===== src/rtl/dm9000a_pkg.sv =====
package dm9000a_pkg;

   typedef logic [7:0]  enet_reg_t;
   typedef logic [15:0] data_word_t;

   ////////////////////
   // Register indices.
   localparam enet_reg_t REG_NCR    = 8'h00;
   localparam enet_reg_t REG_NSR    = 8'h01;
   localparam enet_reg_t REG_RXCR   = 8'h05;
   localparam enet_reg_t REG_PAR_0  = 8'h10;
   localparam enet_reg_t REG_GPR    = 8'h1F;
   localparam enet_reg_t REG_MRCMDX = 8'hF0;
   localparam enet_reg_t REG_MRCMD  = 8'hF2;
   localparam enet_reg_t REG_ISR    = 8'hFE;
   localparam enet_reg_t REG_IMR    = 8'hFF;

   // Register bit masks.
   localparam logic [7:0] NCR_RST       = 8'h01;
   localparam logic [7:0] NSR_TX1_END   = 8'h04;
   localparam logic [7:0] NSR_TX2_END   = 8'h08;
   localparam logic [7:0] NSR_WAKE      = 8'h20;
   localparam logic [7:0] NSR_LINK      = 8'h40;
   localparam logic [7:0] RXCR_RXEN     = 8'h01;
   localparam logic [7:0] RXCR_PRMSC    = 8'h02;
   localparam logic [7:0] IMR_PRI       = 8'h01;
   localparam logic [7:0] IMR_LNKCHGI   = 8'h20;
   localparam logic [7:0] IMR_PAR       = 8'h80;
   localparam logic [7:0] IMR_RUN_FLAGS = IMR_PAR | IMR_LNKCHGI | IMR_PRI;
   localparam logic [7:0] ISR_PR        = 8'h01;
   localparam logic [7:0] ISR_LNKCHG    = 8'h20;
   localparam logic [7:0] ISR_ALL       = 8'h3F;

   // Error bits of the receive status byte; the multicast flag is not an error.
   localparam logic [7:0] RX_BAD_FLAGS  = 8'hBF;

   // Level of the CMD pin.
   localparam logic CMD_INDEX = 1'b0;
   localparam logic CMD_DATA  = 1'b1;

   ////////////////////
   // Command from the control FSM to the bus sequencer.
   typedef struct packed {
      logic       read;
      enet_reg_t  reg_idx;
      data_word_t data;
   } bus_cmd_t;

   // Chip strobe pins.
   typedef struct packed {
      logic cmd;
      logic wr_n;
      logic rd_n;
   } enet_ctrl_t;

   // Word read from MRCMDX or at the start of a packet.
   typedef struct packed {
      logic [7:0] status;
      logic [7:0] ready;
   } rx_status_t;

   typedef union packed {
      data_word_t raw;
      rx_status_t rx;
   } enet_word_u;

   typedef enum logic [4:0] {
      CS_SPIN, CS_RESET, CS_PHY, CS_INIT, CS_IMR, CS_IDLE,
      CS_IRQ_MASK, CS_IRQ_READ, CS_IRQ_CLEAR, CS_DISPATCH,
      CS_LINK_READ, CS_LINK_UPDATE, CS_RX_PREFETCH, CS_RX_CHECK
   } cmd_state_e;

   typedef enum logic [4:0] {
      BS_IDLE, BS_INDEX, BS_SPIN, BS_WRITE, BS_READ,
      BS_PF_SPIN0, BS_PF_SPIN1, BS_PF_READ, BS_CAPTURE,
      BS_RX_STAT, BS_RX_CHECK, BS_RX_REQ, BS_RX_WORD,
      BS_RX_CRC_SPIN, BS_RX_CRC, BS_RX_DONE
   } bus_state_e;

   // Byte register write, zero-extended onto the bus.
   function automatic bus_cmd_t reg_write(enet_reg_t idx, logic [7:0] value);
      return '{read: 1'b0, reg_idx: idx, data: {8'h00, value}};
   endfunction

   function automatic bus_cmd_t reg_read(enet_reg_t idx);
      return '{read: 1'b1, reg_idx: idx, data: 16'h0000};
   endfunction

endpackage


===== src/rtl/dm9000a_init_rom.sv =====
`timescale 1ns/1ps

module dm9000a_init_rom #(
   parameter logic [47:0] MAC_ADDRESS    = 48'h010203040506,
   parameter logic        PROMISCUOUS_EN = 1'b1
) (
   input  logic [3:0]            step,
   output dm9000a_pkg::bus_cmd_t entry,
   output logic                  last
);
   import dm9000a_pkg::*;

   logic [2:0] mac_sel;

   // Steps 2 to 7 select MAC bytes 0 to 5.
   assign mac_sel = step[2:0] - 3'd2;

   always_comb begin
      last = 1'b0;
      case (step)
         4'd0: begin
            // Clear the TX done and wake flags.
            entry = reg_write(REG_NSR, NSR_WAKE | NSR_TX2_END | NSR_TX1_END);
         end
         4'd1: begin
            entry = reg_write(REG_ISR, ISR_ALL);
         end
         4'd2, 4'd3, 4'd4, 4'd5, 4'd6, 4'd7: begin
            entry = reg_write(REG_PAR_0 + enet_reg_t'(mac_sel), MAC_ADDRESS[8*mac_sel +: 8]);
         end
         default: begin
            // Receive enable closes the table.
            entry = reg_write(REG_RXCR, PROMISCUOUS_EN ? (RXCR_RXEN | RXCR_PRMSC) : RXCR_RXEN);
            last  = 1'b1;
         end
      endcase
   end

endmodule


===== src/rtl/dm9000a_cmd_ctrl.sv =====
`timescale 1ns/1ps

module dm9000a_cmd_ctrl #(
   parameter logic [47:0] MAC_ADDRESS    = 48'h010203040506,
   parameter logic        PROMISCUOUS_EN = 1'b1,
   parameter int          RESET_SPIN     = 1000,
   parameter int          PHY_SPIN       = 1000
) (
   input  logic                    clk_enet,
   input  logic                    reset,
   input  logic                    enet_int,
   input  logic                    busy,
   input  dm9000a_pkg::enet_word_u rd_data,
   output logic                    issue,
   output dm9000a_pkg::bus_cmd_t   cmd,
   output logic                    link_status
);
   import dm9000a_pkg::*;

   localparam int SPIN_MAX = (RESET_SPIN > PHY_SPIN) ? RESET_SPIN : PHY_SPIN;
   localparam int SPIN_W   = $clog2(SPIN_MAX + 1);

   cmd_state_e        state;
   cmd_state_e        spin_next;
   logic [SPIN_W-1:0] spin_cnt;
   logic [3:0]        step;
   bus_cmd_t          rom_entry;
   logic              rom_last;
   logic [7:0]        irq_flags;
   logic              can_issue;

   dm9000a_init_rom #(
      .MAC_ADDRESS   (MAC_ADDRESS),
      .PROMISCUOUS_EN(PROMISCUOUS_EN)
   ) u_init_rom (
      .step (step),
      .entry(rom_entry),
      .last (rom_last)
   );

   // Busy only rises the cycle after issue, so skip that cycle too.
   assign can_issue = !busy && !issue;

   always_ff @(posedge clk_enet) begin
      if (reset) begin
         // Let the chip finish its power-on reset first.
         state       <= CS_SPIN;
         spin_cnt    <= SPIN_W'(PHY_SPIN);
         spin_next   <= CS_RESET;
         step        <= 4'd0;
         irq_flags   <= 8'h00;
         issue       <= 1'b0;
         link_status <= 1'b0;
      end else begin
         issue <= 1'b0;
         if (state == CS_SPIN) begin
            if (spin_cnt == '0) begin
               state <= spin_next;
            end else begin
               spin_cnt <= spin_cnt - 1'b1;
            end
         end else if (can_issue) begin
            case (state)
               ////////////////////
               // Initialization.
               CS_RESET: begin
                  issue     <= 1'b1;
                  cmd       <= reg_write(REG_NCR, NCR_RST);
                  spin_cnt  <= SPIN_W'(RESET_SPIN);
                  spin_next <= CS_PHY;
                  state     <= CS_SPIN;
               end
               CS_PHY: begin
                  // GPIO0 low powers up the internal PHY.
                  issue     <= 1'b1;
                  cmd       <= reg_write(REG_GPR, 8'h00);
                  spin_cnt  <= SPIN_W'(PHY_SPIN);
                  spin_next <= CS_INIT;
                  step      <= 4'd0;
                  state     <= CS_SPIN;
               end
               CS_INIT: begin
                  issue <= 1'b1;
                  cmd   <= rom_entry;
                  step  <= step + 4'd1;
                  if (rom_last) begin
                     state <= CS_IMR;
                  end
               end
               CS_IMR: begin
                  issue <= 1'b1;
                  cmd   <= reg_write(REG_IMR, IMR_RUN_FLAGS);
                  state <= CS_IDLE;
               end
               CS_IDLE: begin
                  if (enet_int) begin
                     state <= CS_IRQ_MASK;
                  end
               end
               ////////////////////
               // Interrupt handler.
               CS_IRQ_MASK: begin
                  // Keep pointer wrap on, all sources masked.
                  issue <= 1'b1;
                  cmd   <= reg_write(REG_IMR, IMR_PAR);
                  state <= CS_IRQ_READ;
               end
               CS_IRQ_READ: begin
                  issue <= 1'b1;
                  cmd   <= reg_read(REG_ISR);
                  state <= CS_IRQ_CLEAR;
               end
               CS_IRQ_CLEAR: begin
                  irq_flags <= rd_data.raw[7:0];
                  issue     <= 1'b1;
                  cmd       <= reg_write(REG_ISR, ISR_ALL);
                  state     <= CS_DISPATCH;
               end
               CS_DISPATCH: begin
                  if ((irq_flags & ISR_PR) != 8'h00) begin
                     irq_flags <= irq_flags & ~ISR_PR;
                     state     <= CS_RX_PREFETCH;
                  end else if ((irq_flags & ISR_LNKCHG) != 8'h00) begin
                     irq_flags <= irq_flags & ~ISR_LNKCHG;
                     state     <= CS_LINK_READ;
                  end else begin
                     state <= CS_IMR;
                  end
               end
               CS_LINK_READ: begin
                  issue <= 1'b1;
                  cmd   <= reg_read(REG_NSR);
                  state <= CS_LINK_UPDATE;
               end
               CS_LINK_UPDATE: begin
                  link_status <= (rd_data.raw[7:0] & NSR_LINK) != 8'h00;
                  state       <= CS_DISPATCH;
               end
               CS_RX_PREFETCH: begin
                  issue <= 1'b1;
                  cmd   <= reg_read(REG_MRCMDX);
                  state <= CS_RX_CHECK;
               end
               CS_RX_CHECK: begin
                  // Ready byte 1 means a frame waits in chip SRAM.
                  if (rd_data.rx.ready == 8'd1) begin
                     issue <= 1'b1;
                     cmd   <= reg_read(REG_MRCMD);
                     state <= CS_RX_PREFETCH;
                  end else begin
                     state <= CS_DISPATCH;
                  end
               end
               default: begin
                  state <= CS_IDLE;
               end
            endcase
         end
      end
   end

   a_issue_idle: assert property (@(posedge clk_enet) disable iff (reset) issue |-> !busy)
      else $error("Command issued while the bus sequencer is busy.");

endmodule


===== src/rtl/dm9000a_bus_seq.sv =====
`timescale 1ns/1ps

module dm9000a_bus_seq (
   input  logic                    clk_enet,
   input  logic                    reset,
   input  logic                    issue,
   input  dm9000a_pkg::bus_cmd_t   cmd,
   input  dm9000a_pkg::data_word_t enet_data_in,
   input  logic                    fifo_full,
   input  logic                    halt,
   output logic                    busy,
   output dm9000a_pkg::enet_word_u rd_data,
   output dm9000a_pkg::enet_ctrl_t enet_ctrl,
   output dm9000a_pkg::data_word_t enet_data_out,
   output logic                    fifo_wr,
   output dm9000a_pkg::data_word_t fifo_wdata
);
   import dm9000a_pkg::*;

   localparam enet_ctrl_t CTRL_IDLE  = '{cmd: CMD_DATA,  wr_n: 1'b1, rd_n: 1'b1};
   localparam enet_ctrl_t CTRL_INDEX = '{cmd: CMD_INDEX, wr_n: 1'b0, rd_n: 1'b1};
   localparam enet_ctrl_t CTRL_WRITE = '{cmd: CMD_DATA,  wr_n: 1'b0, rd_n: 1'b1};
   localparam enet_ctrl_t CTRL_READ  = '{cmd: CMD_DATA,  wr_n: 1'b1, rd_n: 1'b0};

   bus_state_e state;
   bus_cmd_t   cur;
   enet_word_u in_word;
   data_word_t rx_rem;
   logic       rx_bad;
   logic       rx_have_len;
   logic       rx_stall;

   assign in_word.raw = enet_data_in;
   assign busy        = state != BS_IDLE;

   // Bad frames are drained regardless of back-pressure.
   assign rx_stall = (fifo_full || halt) && !rx_bad;

   // Each receive word goes to the FIFO in its read strobe cycle.
   // The first word is the length, stored without the CRC.
   assign fifo_wr    = state == BS_RX_WORD && !rx_bad;
   assign fifo_wdata = !rx_have_len    ? enet_data_in - 16'd4 :
                       rx_rem == 16'd1 ? {8'h00, in_word.raw[7:0]} :
                                         enet_data_in;

   always_ff @(posedge clk_enet) begin
      if (reset) begin
         state       <= BS_IDLE;
         enet_ctrl   <= CTRL_IDLE;
         rx_bad      <= 1'b0;
         rx_have_len <= 1'b0;
      end else begin
         case (state)
            BS_IDLE: begin
               if (issue) begin
                  cur           <= cmd;
                  enet_data_out <= {8'h00, cmd.reg_idx};
                  enet_ctrl     <= CTRL_INDEX;
                  state         <= BS_INDEX;
               end
            end
            BS_INDEX: begin
               // Strobes high for one cycle between accesses.
               enet_ctrl <= CTRL_IDLE;
               state     <= BS_SPIN;
            end
            BS_SPIN: begin
               if (!cur.read) begin
                  enet_data_out <= cur.data;
                  enet_ctrl     <= CTRL_WRITE;
                  state         <= BS_WRITE;
               end else begin
                  enet_ctrl <= CTRL_READ;
                  state     <= (cur.reg_idx == REG_MRCMD) ? BS_RX_STAT : BS_READ;
               end
            end
            BS_WRITE: begin
               enet_ctrl <= CTRL_IDLE;
               state     <= BS_IDLE;
            end
            ////////////////////
            // Register reads and the prefetch.
            BS_READ: begin
               rd_data   <= in_word;
               enet_ctrl <= CTRL_IDLE;
               state     <= (cur.reg_idx == REG_MRCMDX) ? BS_PF_SPIN0 : BS_CAPTURE;
            end
            BS_PF_SPIN0: begin
               state <= BS_PF_SPIN1;
            end
            BS_PF_SPIN1: begin
               // The prefetch is only valid on the second read.
               enet_ctrl <= CTRL_READ;
               state     <= BS_PF_READ;
            end
            BS_PF_READ: begin
               rd_data   <= in_word;
               enet_ctrl <= CTRL_IDLE;
               state     <= BS_CAPTURE;
            end
            BS_CAPTURE: begin
               state <= BS_IDLE;
            end
            ////////////////////
            // Packet receive burst.
            BS_RX_STAT: begin
               rx_bad      <= (in_word.rx.status & RX_BAD_FLAGS) != 8'h00;
               rx_have_len <= 1'b0;
               enet_ctrl   <= CTRL_IDLE;
               state       <= BS_RX_CHECK;
            end
            BS_RX_CHECK: begin
               state <= BS_RX_REQ;
            end
            BS_RX_REQ: begin
               if (rx_have_len && rx_rem == 16'd0) begin
                  state <= BS_RX_CRC_SPIN;
               end else if (!rx_stall) begin
                  enet_ctrl <= CTRL_READ;
                  state     <= BS_RX_WORD;
               end
            end
            BS_RX_WORD: begin
               // Count down two bytes per word. An odd last byte ends the count at zero.
               rx_rem      <= !rx_have_len    ? fifo_wdata :
                              rx_rem == 16'd1 ? 16'd0 :
                                                rx_rem - 16'd2;
               rx_have_len <= 1'b1;
               enet_ctrl   <= CTRL_IDLE;
               state       <= BS_RX_REQ;
            end
            BS_RX_CRC_SPIN: begin
               enet_ctrl <= CTRL_READ;
               state     <= BS_RX_CRC;
            end
            BS_RX_CRC: begin
               enet_ctrl <= CTRL_IDLE;
               state     <= BS_RX_DONE;
            end
            BS_RX_DONE: begin
               state <= BS_IDLE;
            end
            default: begin
               enet_ctrl <= CTRL_IDLE;
               state     <= BS_IDLE;
            end
         endcase
      end
   end

   a_strobes: assert property (@(posedge clk_enet) disable iff (reset)
      !(!enet_ctrl.wr_n && !enet_ctrl.rd_n))
      else $error("Write and read strobes low together.");

   // Each strobe lasts one cycle so that every read advances the chip by one word.
   a_strobe_pulse: assert property (@(posedge clk_enet) disable iff (reset)
      (!enet_ctrl.wr_n || !enet_ctrl.rd_n) |=> (enet_ctrl.wr_n && enet_ctrl.rd_n))
      else $error("Bus strobe held low for more than one cycle.");

endmodule


===== src/rtl/dm9000a_rx_fifo.sv =====
`timescale 1ns/1ps

module dm9000a_rx_fifo #(
   parameter int FIFO_DEPTH_LOG2 = 8
) (
   input  logic                       clk_enet,
   input  logic                       reset,
   input  logic                       wr,
   input  dm9000a_pkg::data_word_t    wdata,
   input  logic                       rd,
   output dm9000a_pkg::data_word_t    rdata,
   output logic                       full,
   output logic                       empty,
   output logic [FIFO_DEPTH_LOG2:0]   count
);
   import dm9000a_pkg::*;

   localparam int DEPTH = 1 << FIFO_DEPTH_LOG2;

   data_word_t                 mem [DEPTH];
   logic [FIFO_DEPTH_LOG2-1:0] wr_ptr;
   logic [FIFO_DEPTH_LOG2-1:0] rd_ptr;
   logic                       wr_ok;
   logic                       rd_ok;

   assign full  = count == (FIFO_DEPTH_LOG2 + 1)'(DEPTH);
   assign empty = count == '0;
   assign wr_ok = wr && !full;
   assign rd_ok = rd && !empty;

   always_ff @(posedge clk_enet) begin
      if (wr_ok) begin
         mem[wr_ptr] <= wdata;
      end
      // Read data shows up the cycle after rd.
      if (rd_ok) begin
         rdata <= mem[rd_ptr];
      end
   end

   always_ff @(posedge clk_enet) begin
      if (reset) begin
         wr_ptr <= '0;
         rd_ptr <= '0;
         count  <= '0;
      end else begin
         wr_ptr <= wr_ptr + FIFO_DEPTH_LOG2'(wr_ok);
         rd_ptr <= rd_ptr + FIFO_DEPTH_LOG2'(rd_ok);
         if (wr_ok && !rd_ok) begin
            count <= count + 1'b1;
         end else if (rd_ok && !wr_ok) begin
            count <= count - 1'b1;
         end
      end
   end

   a_no_overflow: assert property (@(posedge clk_enet) disable iff (reset) wr |-> !full)
      else $error("Receive FIFO written while full.");
   a_no_underflow: assert property (@(posedge clk_enet) disable iff (reset) rd |-> !empty)
      else $error("Receive FIFO read while empty.");

endmodule


===== src/rtl/dm9000a_controller.sv =====
`timescale 1ns/1ps

module dm9000a_controller #(
   parameter logic [47:0] MAC_ADDRESS     = 48'h010203040506,
   parameter logic        PROMISCUOUS_EN  = 1'b1,
   parameter int          RESET_SPIN      = 1000,
   parameter int          PHY_SPIN        = 1000,
   parameter int          FIFO_DEPTH_LOG2 = 8
) (
   input  logic                       clk_enet,
   input  logic                       reset,
   input  logic                       enet_int,
   output dm9000a_pkg::enet_ctrl_t    enet_ctrl,
   output dm9000a_pkg::data_word_t    enet_data_out,
   input  dm9000a_pkg::data_word_t    enet_data_in,
   input  logic                       rx_rd,
   input  logic                       halt,
   output dm9000a_pkg::data_word_t    rx_data,
   output logic                       rx_empty,
   output logic [FIFO_DEPTH_LOG2:0]   rx_count,
   output logic                       link_status
);
   import dm9000a_pkg::*;

   logic       issue;
   bus_cmd_t   cmd;
   logic       busy;
   enet_word_u rd_data;
   logic       fifo_wr;
   data_word_t fifo_wdata;
   logic       fifo_full;

   dm9000a_cmd_ctrl #(
      .MAC_ADDRESS   (MAC_ADDRESS),
      .PROMISCUOUS_EN(PROMISCUOUS_EN),
      .RESET_SPIN    (RESET_SPIN),
      .PHY_SPIN      (PHY_SPIN)
   ) u_cmd_ctrl (
      .clk_enet   (clk_enet),
      .reset      (reset),
      .enet_int   (enet_int),
      .busy       (busy),
      .rd_data    (rd_data),
      .issue      (issue),
      .cmd        (cmd),
      .link_status(link_status)
   );

   dm9000a_bus_seq u_bus_seq (
      .clk_enet     (clk_enet),
      .reset        (reset),
      .issue        (issue),
      .cmd          (cmd),
      .enet_data_in (enet_data_in),
      .fifo_full    (fifo_full),
      .halt         (halt),
      .busy         (busy),
      .rd_data      (rd_data),
      .enet_ctrl    (enet_ctrl),
      .enet_data_out(enet_data_out),
      .fifo_wr      (fifo_wr),
      .fifo_wdata   (fifo_wdata)
   );

   dm9000a_rx_fifo #(
      .FIFO_DEPTH_LOG2(FIFO_DEPTH_LOG2)
   ) u_rx_fifo (
      .clk_enet(clk_enet),
      .reset   (reset),
      .wr      (fifo_wr),
      .wdata   (fifo_wdata),
      .rd      (rx_rd),
      .rdata   (rx_data),
      .full    (fifo_full),
      .empty   (rx_empty),
      .count   (rx_count)
   );

endmodule


===== config.mk =====
export PLATFORM = sky130hd
export DESIGN_NAME = dm9000a_controller
export DESIGN_NICKNAME = d
export VERILOG_FILES = /design/src/rtl/dm9000a_pkg.sv /design/src/rtl/dm9000a_init_rom.sv /design/src/rtl/dm9000a_cmd_ctrl.sv /design/src/rtl/dm9000a_bus_seq.sv /design/src/rtl/dm9000a_rx_fifo.sv /design/src/rtl/dm9000a_controller.sv
export SDC_FILE = /design/constraint.sdc
export NUM_CORES = 2
export LEC_CHECK = 0
export BUFFER_PORTS_ARGS = -buffer_cell sky130_fd_sc_hd__buf_4
export CAP_MARGIN = 10
export CORE_UTILIZATION = 40
export DETAILED_ROUTE_END_ITERATION = 10
export PLACE_DENSITY_LB_ADDON = 0.2
export SETUP_SLACK_MARGIN = 0.02
export SYNTH_ARGS = -nofsm -noshare
export SYNTH_HDL_FRONTEND = slang
export SYNTH_SLANG_ARGS = --single-unit
export TNS_END_PERCENT = 5

===== constraint.sdc =====
create_clock -name clk_enet -period 24 [get_ports clk_enet]
set_clock_uncertainty 0.2 [all_clocks]
set_input_delay 7.2 -clock clk_enet [delete_from_list [all_inputs] [get_ports clk_enet]]
set_output_delay 7.2 -clock clk_enet [all_outputs]
set_load 0.005 [all_outputs]

Word level (Yosys, flattened, before mapping) --
Memory sizes are Yosys's and may differ from the RTL's. A register that Yosys moved wholly into a read port is not among the register bits. Index checks and enable logic that the tools add are counted.
Storage, ports and cells: bits in registers 153, memory bits (writable) 4096, input bits 21, output and inout bits 46, logic and storage cells 195, memories 1
Operators by class: add/subtract/negate cells 10, equal/unequal tests 50, shifts and indexed selects 1, mux-type cells 46, bitwise operators 4, reduce and logical (&&, ||, !) cells 57
Memory list:
- u_rx_fifo.mem | depth 256, bits a word 16, rd ports 1, clocked after memory_dff 1, write ports 1, line dm9000a_rx_fifo.sv:20 | data_word_t mem [DEPTH];
Operators with widths (number):
- case mux 25 bit (10 select lines) | 1
- 2-to-1 mux 16 bit | 6
- case mux 24 bit (3 select lines) | 1
- == test 5 x 4 -> 1 bit (second input constant) | 14
- case mux 5 bit (12 select lines) | 1
- 2-to-1 mux 5 bit | 10
- case mux 5 bit (10 select lines) | 1
- indexed part select 48 x 7 -> 8 bit (first input constant) | 1
- == test 5 x 3 -> 1 bit (second input constant) | 8
- 2-to-1 mux 10 bit | 4
- case mux 16 bit (2 select lines) | 1
- 2-to-1 mux 25 bit | 1
- 2-to-1 mux 9 bit | 2
- AND reduction 3 bit | 6
- adder 8 x 1 -> 8 bit | 2
- == test 16 x 1 -> 1 bit (second input constant) | 1
- == test 4 x 3 -> 1 bit (second input constant) | 4
- == test 8 bit (second input constant) | 2
- zero test 16 bit | 1
- AND reduction 4 bit | 4
- nonzero test 2 bit | 8
- subtractor 16 x 2 -> 16 bit (second input constant) | 1
- subtractor 16 x 3 -> 16 bit (second input constant) | 1
- == test 5 x 2 -> 1 bit (second input constant) | 3
- 44 further kinds | 84

Longest topological paths before layout --
depth in word-level cells 7, depth in mapped cells 14, mapped depth without buffers 14

Cells and area by module --
From an unflattened synthesis, not the netlist that was laid out.
Unflattened totals: cell total of the unflattened synthesis 8032, area, all modules 166732.4 um^2
Modules (own cells, without submodules):
- dm9000a_rx_fifo | times used 1, cells an instance 7385, area each 159882.1 um^2
- dm9000a_bus_seq | times used 1, cells an instance 318, area each 3844.9 um^2
- dm9000a_cmd_ctrl | times used 1, cells an instance 276, area each 2616.3 um^2
- dm9000a_init_rom | times used 1, cells an instance 53, area each 389.1 um^2

Worst setup path after synthesis --
Ideal clock, no wire load.
path type input to register, start input port enet_data_in[10], end memory u_rx_fifo.mem[0][14] in the netlist's numbering (data pin), library setup time 2.187 ns, arrival 18.370 ns, required time 21.613 ns, setup slack 3.243 ns, cell stages on the path 5, path buffers 0, cell sequence or4_1 > or3_1 > nor4_1 > xnor2_1 > o21ai_0
On the way: cells in the longest elaborated chain, start to end 2
Ends and longest elaborated chain:
- start, declared | line dm9000a_controller.sv:15 | input dm9000a_pkg::data_word_t enet_data_in,
- subtractor 16 x 3 -> 16 bit | line dm9000a_bus_seq.sv:42 | assign fifo_wdata = !rx_have_len ? enet_data_in - 16'd4 :
- 2-to-1 mux 16 bit | line dm9000a_bus_seq.sv:42
- via fifo_wdata[14] | line dm9000a_controller.sv:30 | data_word_t fifo_wdata;
- end, declared | line dm9000a_rx_fifo.sv:20
The timed path passes the listed nets, and every way through them passes these cells.

Worst setup path in the final report --
start input port enet_data_in[4], end memory u_rx_fifo.mem[145][7] in the netlist's numbering (data pin)
The elaborated chain is that of the path after synthesis.

==> impl_metrics.json <==
{
  "status": "finished clean",
  "yosysSeqAreaShare": 0.767,
  "htreeDepth": 5,
  "synthXorXnorAreaFrac": 0.00297,
  "antenna_found_initial": 40,
  "pin_count": 67,
  "start_kind": "input pin",
  "avgSynthCellArea_um2": 21.6,
  "p_per_area_nw_per_um2": 95.2,
  "whs_path_depth": 0,
  "worstSetupEndpoint": "u_rx_fifo.mem[145][7]$_DFFE_PP_",
  "ctsHoldBuffers": 0,
  "layout.nets": 8149,
  "setup.worst_path.end_class": "register",
  "fin_tns_setup_ns": 0,
  "fin_crit_sh": 0.482,
  "post_synth_and_or_nand_nor_area_fraction": 0.0225,
  "max_freq_ghz": 0.0865,
  "synth.mux.area_fraction": 0.160,
  "grt_usage": 0.233,
  "gp_congestion": 0.852,
  "final_core_util": 0.457,
  "overflow": 0,
  "synth_compound_area_frac": 0.0276,
  "stdcell_area_um2": 188000,
  "cp.arrival_ns": 11.95,
  "synthAdderAreaFrac": 0.00171,
  "grt_pass1_wl_mm": 678,
  "die-area_um2": 415000,
  "n_fill_cell": 34100,
  "cp_max_fo": 88,
  "tightest_slew_ns": 1.31,
  "worstPathRequired_ns": 24.38,
  "synthFlopType": "edfxtp_1",
  "yosys.area.top_type": "edfxtp_1",
  "grt_pass1_vias": 83200,
  "leakage_nw": 57.0,
  "r2r-end": "u_rx_fifo.rdata[7]$_DFFE_PP_",
  "place_ws_ns": 11.61,
  "reg2reg_depth": 11,
  "die_w_um": 644,
  "numCtsBuffers": 433,
  "path_class": "input pin to register",
  "coreArea_um2": 410000,
  "synth_edf_count": 4172,
  "synth.most_common_cell": "edfxtp_1",
  "crit_start": "enet_data_in[4]",
  "peakVddDrop_v": 0.0000645,
  "dp_hpwl_mm": 281,
  "synthTopCellsByArea": "edfxtp_1 (76%), mux4_2 (14%), mux2i_1 (1.9%), nor2_1 (0.85%), dfxtp_1 (0.70%)",
  "rsz0062_at_grt": "false",
  "start_util": 0.402,
  "core.rowCount": 235,
  "cts_root_buf": "clkbuf_16",
  "wirelength_mm": 491,
  "hp-class": "register to register",
  "synth_top_family_by_area": "multiplexers",
  "clockBufferDepth": 4,
  "drt_first_pass_iters": 7,
  "drtAntennaViolNets": 0,
  "area_delta_synth_final_pct": 13.7,
  "drc_errors": 0,
  "clk_latency_ns": 1.00,
  "synth_warnings": 0,
  "synthCells": 7650,
  "wire_per_inst_um": 35.2,
  "drv_cap": 0,
  "r2r_slack_ns": 16.89,
  "setup_viol": 0,
  "vias": 83200,
  "grt_max_degree": 170,
  "clkTransAtPathRegs_ns": 0.06,
  "max_slew_margin": 0.122,
  "setup_ws_ns": 12.43,
  "async_reset_ff_frac": 0,
  "ys_types": 82,
  "cts.sinks": 4230,
  "layout-drive-gt1-share": 0.274,
  "r2r_start": "u_rx_fifo.rd_ptr[0]$_SDFF_PP0_",
  "hold_violations": 0,
  "cts_tree": "done",
  "portBuffers": 58,
  "period_minus_slack_ns": 11.57,
  "netlist_area_um2": 165000,
  "synth_top_cell_area_share": 0.760,
  "dpl-instance-area_um2": 173000,
  "cts_resized": 0,
  "die_h_um": 644,
  "drv_slew": 0,
  "synth.cells.most_frequent": "edfxtp_1 (4,172), mux4_2 (1,025), nor2_1 (373)",
  "via_per_inst": 5.97,
  "drt_iter0_markers": 10600,
  "ys_ff_latch": 4230,
  "post_cts_buffers": 0
}
## kinds of logic after synthesis
kind of cell | Yosys count
AOI/OAI and AO/OA | 679
DFF | 4230
adders and majority gates | 22
muxes | 1357
other | 1
buffers and inverters | 472
and+or+nand+nor | 833
xor gates and xnor gates | 56
## worst max-delay path, cell delays in order
cell	delay, ns
buf_4	0.14
or3_1	0.44
nor4_1	0.60
xor2_4	0.84
buf_4	0.69
buf_4	0.71
buf_4	0.81
## layout by cell type (no fill, tap or decap), types with 24 or more instances in the layout
cell / n
a211oi_1: 46
a21oi_1: 167
a221oi_1: 58
a22oi_1: 47
buf_4: 439
bufinv_16: 43
clkbuf_1: 89
clkbuf_16: 437
clkinv_1: 88
clkinv_2: 88
dfxtp_1: 51
edfxtp_1: 4172
inv_1: 27
mux2_2: 24
mux2i_1: 305
mux4_2: 1025
nand2_1: 200
nand2b_1: 29
nand3_1: 38
nor2_1: 241
nor2_2: 66
nor2_4: 66
nor2b_1: 40
nor3_1: 37
o211ai_1: 32
o21ai_0: 92
o21ai_1: 32
o22ai_1: 50
xnor2_1: 27
xor2_1: 24
## report_power, final
| group | internal [W] | switching [W] |
|---|---|---|
| Sequential | 0.00827 | 0.0000308 |
| Clock | 0.00382 | 0.00288 |
| Combinational | 0.00124 | 0.00161 |
| Total | 0.0133 | 0.00452 |
## state kept, by name, summed over array words and instances, names as in the netlist, 8 cells and up
register	count
u_cmd_ctrl.spin_cnt	10
u_rx_fifo.wr_ptr	8
u_bus_seq.rd_data	8
u_rx_fifo.rd_ptr	8
u_rx_fifo.count	9
u_bus_seq.enet_data_out	8
u_bus_seq.rx_rem	16
u_rx_fifo.mem	4096
u_bus_seq.cur	14
u_rx_fifo.rdata	16
u_cmd_ctrl.cmd	14
## area by class of cell
class                   count  area (µm²)  area share
multi-input cells        2955       36400       0.194
clock inverters           264        2710      0.0144
diodes                     15        37.5    0.000200
flip-flops and latches   4230      126000       0.674
clock buffers             531       11300      0.0605
repair buffers            456        3600      0.0192
well taps                5451        6820      0.0364
inverters                  30         120    0.000641
## metal layers
metal | share of wire | vias to the layer above | track usage
li1 | - | 33100 | -
met1 | 0.41 | 45600 | 0.322
met2 | 0.48 | 3813 | 0.374
met3 | 0.086 | 708 | 0.0490
met4 | 0.031 | 18 | 0.0688
met5 | 0.00031 | - | 0
## worst min path at each step
stage / startpoint / to / slack [ns]
after floorplan: u_cmd_ctrl.cmd[0]$_DFFE_PP_ / u_bus_seq.cur[0]$_DFFE_PP_ / 0.20
after global placement: u_cmd_ctrl.cmd[3]$_DFFE_PP_ / u_bus_seq.cur[3]$_DFFE_PP_ / 0.21
after detailed placement: u_cmd_ctrl.cmd[3]$_DFFE_PP_ / u_bus_seq.cur[3]$_DFFE_PP_ / 0.22
after CTS: u_cmd_ctrl.cmd[3]$_DFFE_PP_ / u_bus_seq.cur[3]$_DFFE_PP_ / 0.23
after global routing: u_cmd_ctrl.cmd[1]$_DFFE_PP_ / u_bus_seq.cur[1]$_DFFE_PP_ / 0.24
final: u_cmd_ctrl.cmd[3]$_DFFE_PP_ / u_bus_seq.cur[3]$_DFFE_PP_ / 0.22
## stage by stage
stage / hold slack (ns) / cells / total power, W
global placement: 0.215 / 13100 / 0.0113
detailed placement: 0.217 / 13100 / 0.0113
floorplan: 0.200 / 7657 / 0.0107
CTS: 0.226 / 13900 / 0.0180
global route: 0.243 / 13900 / 0.0184
finish: 0.221 / 13900 / 0.0179
(Power assumes the default switching activity.)
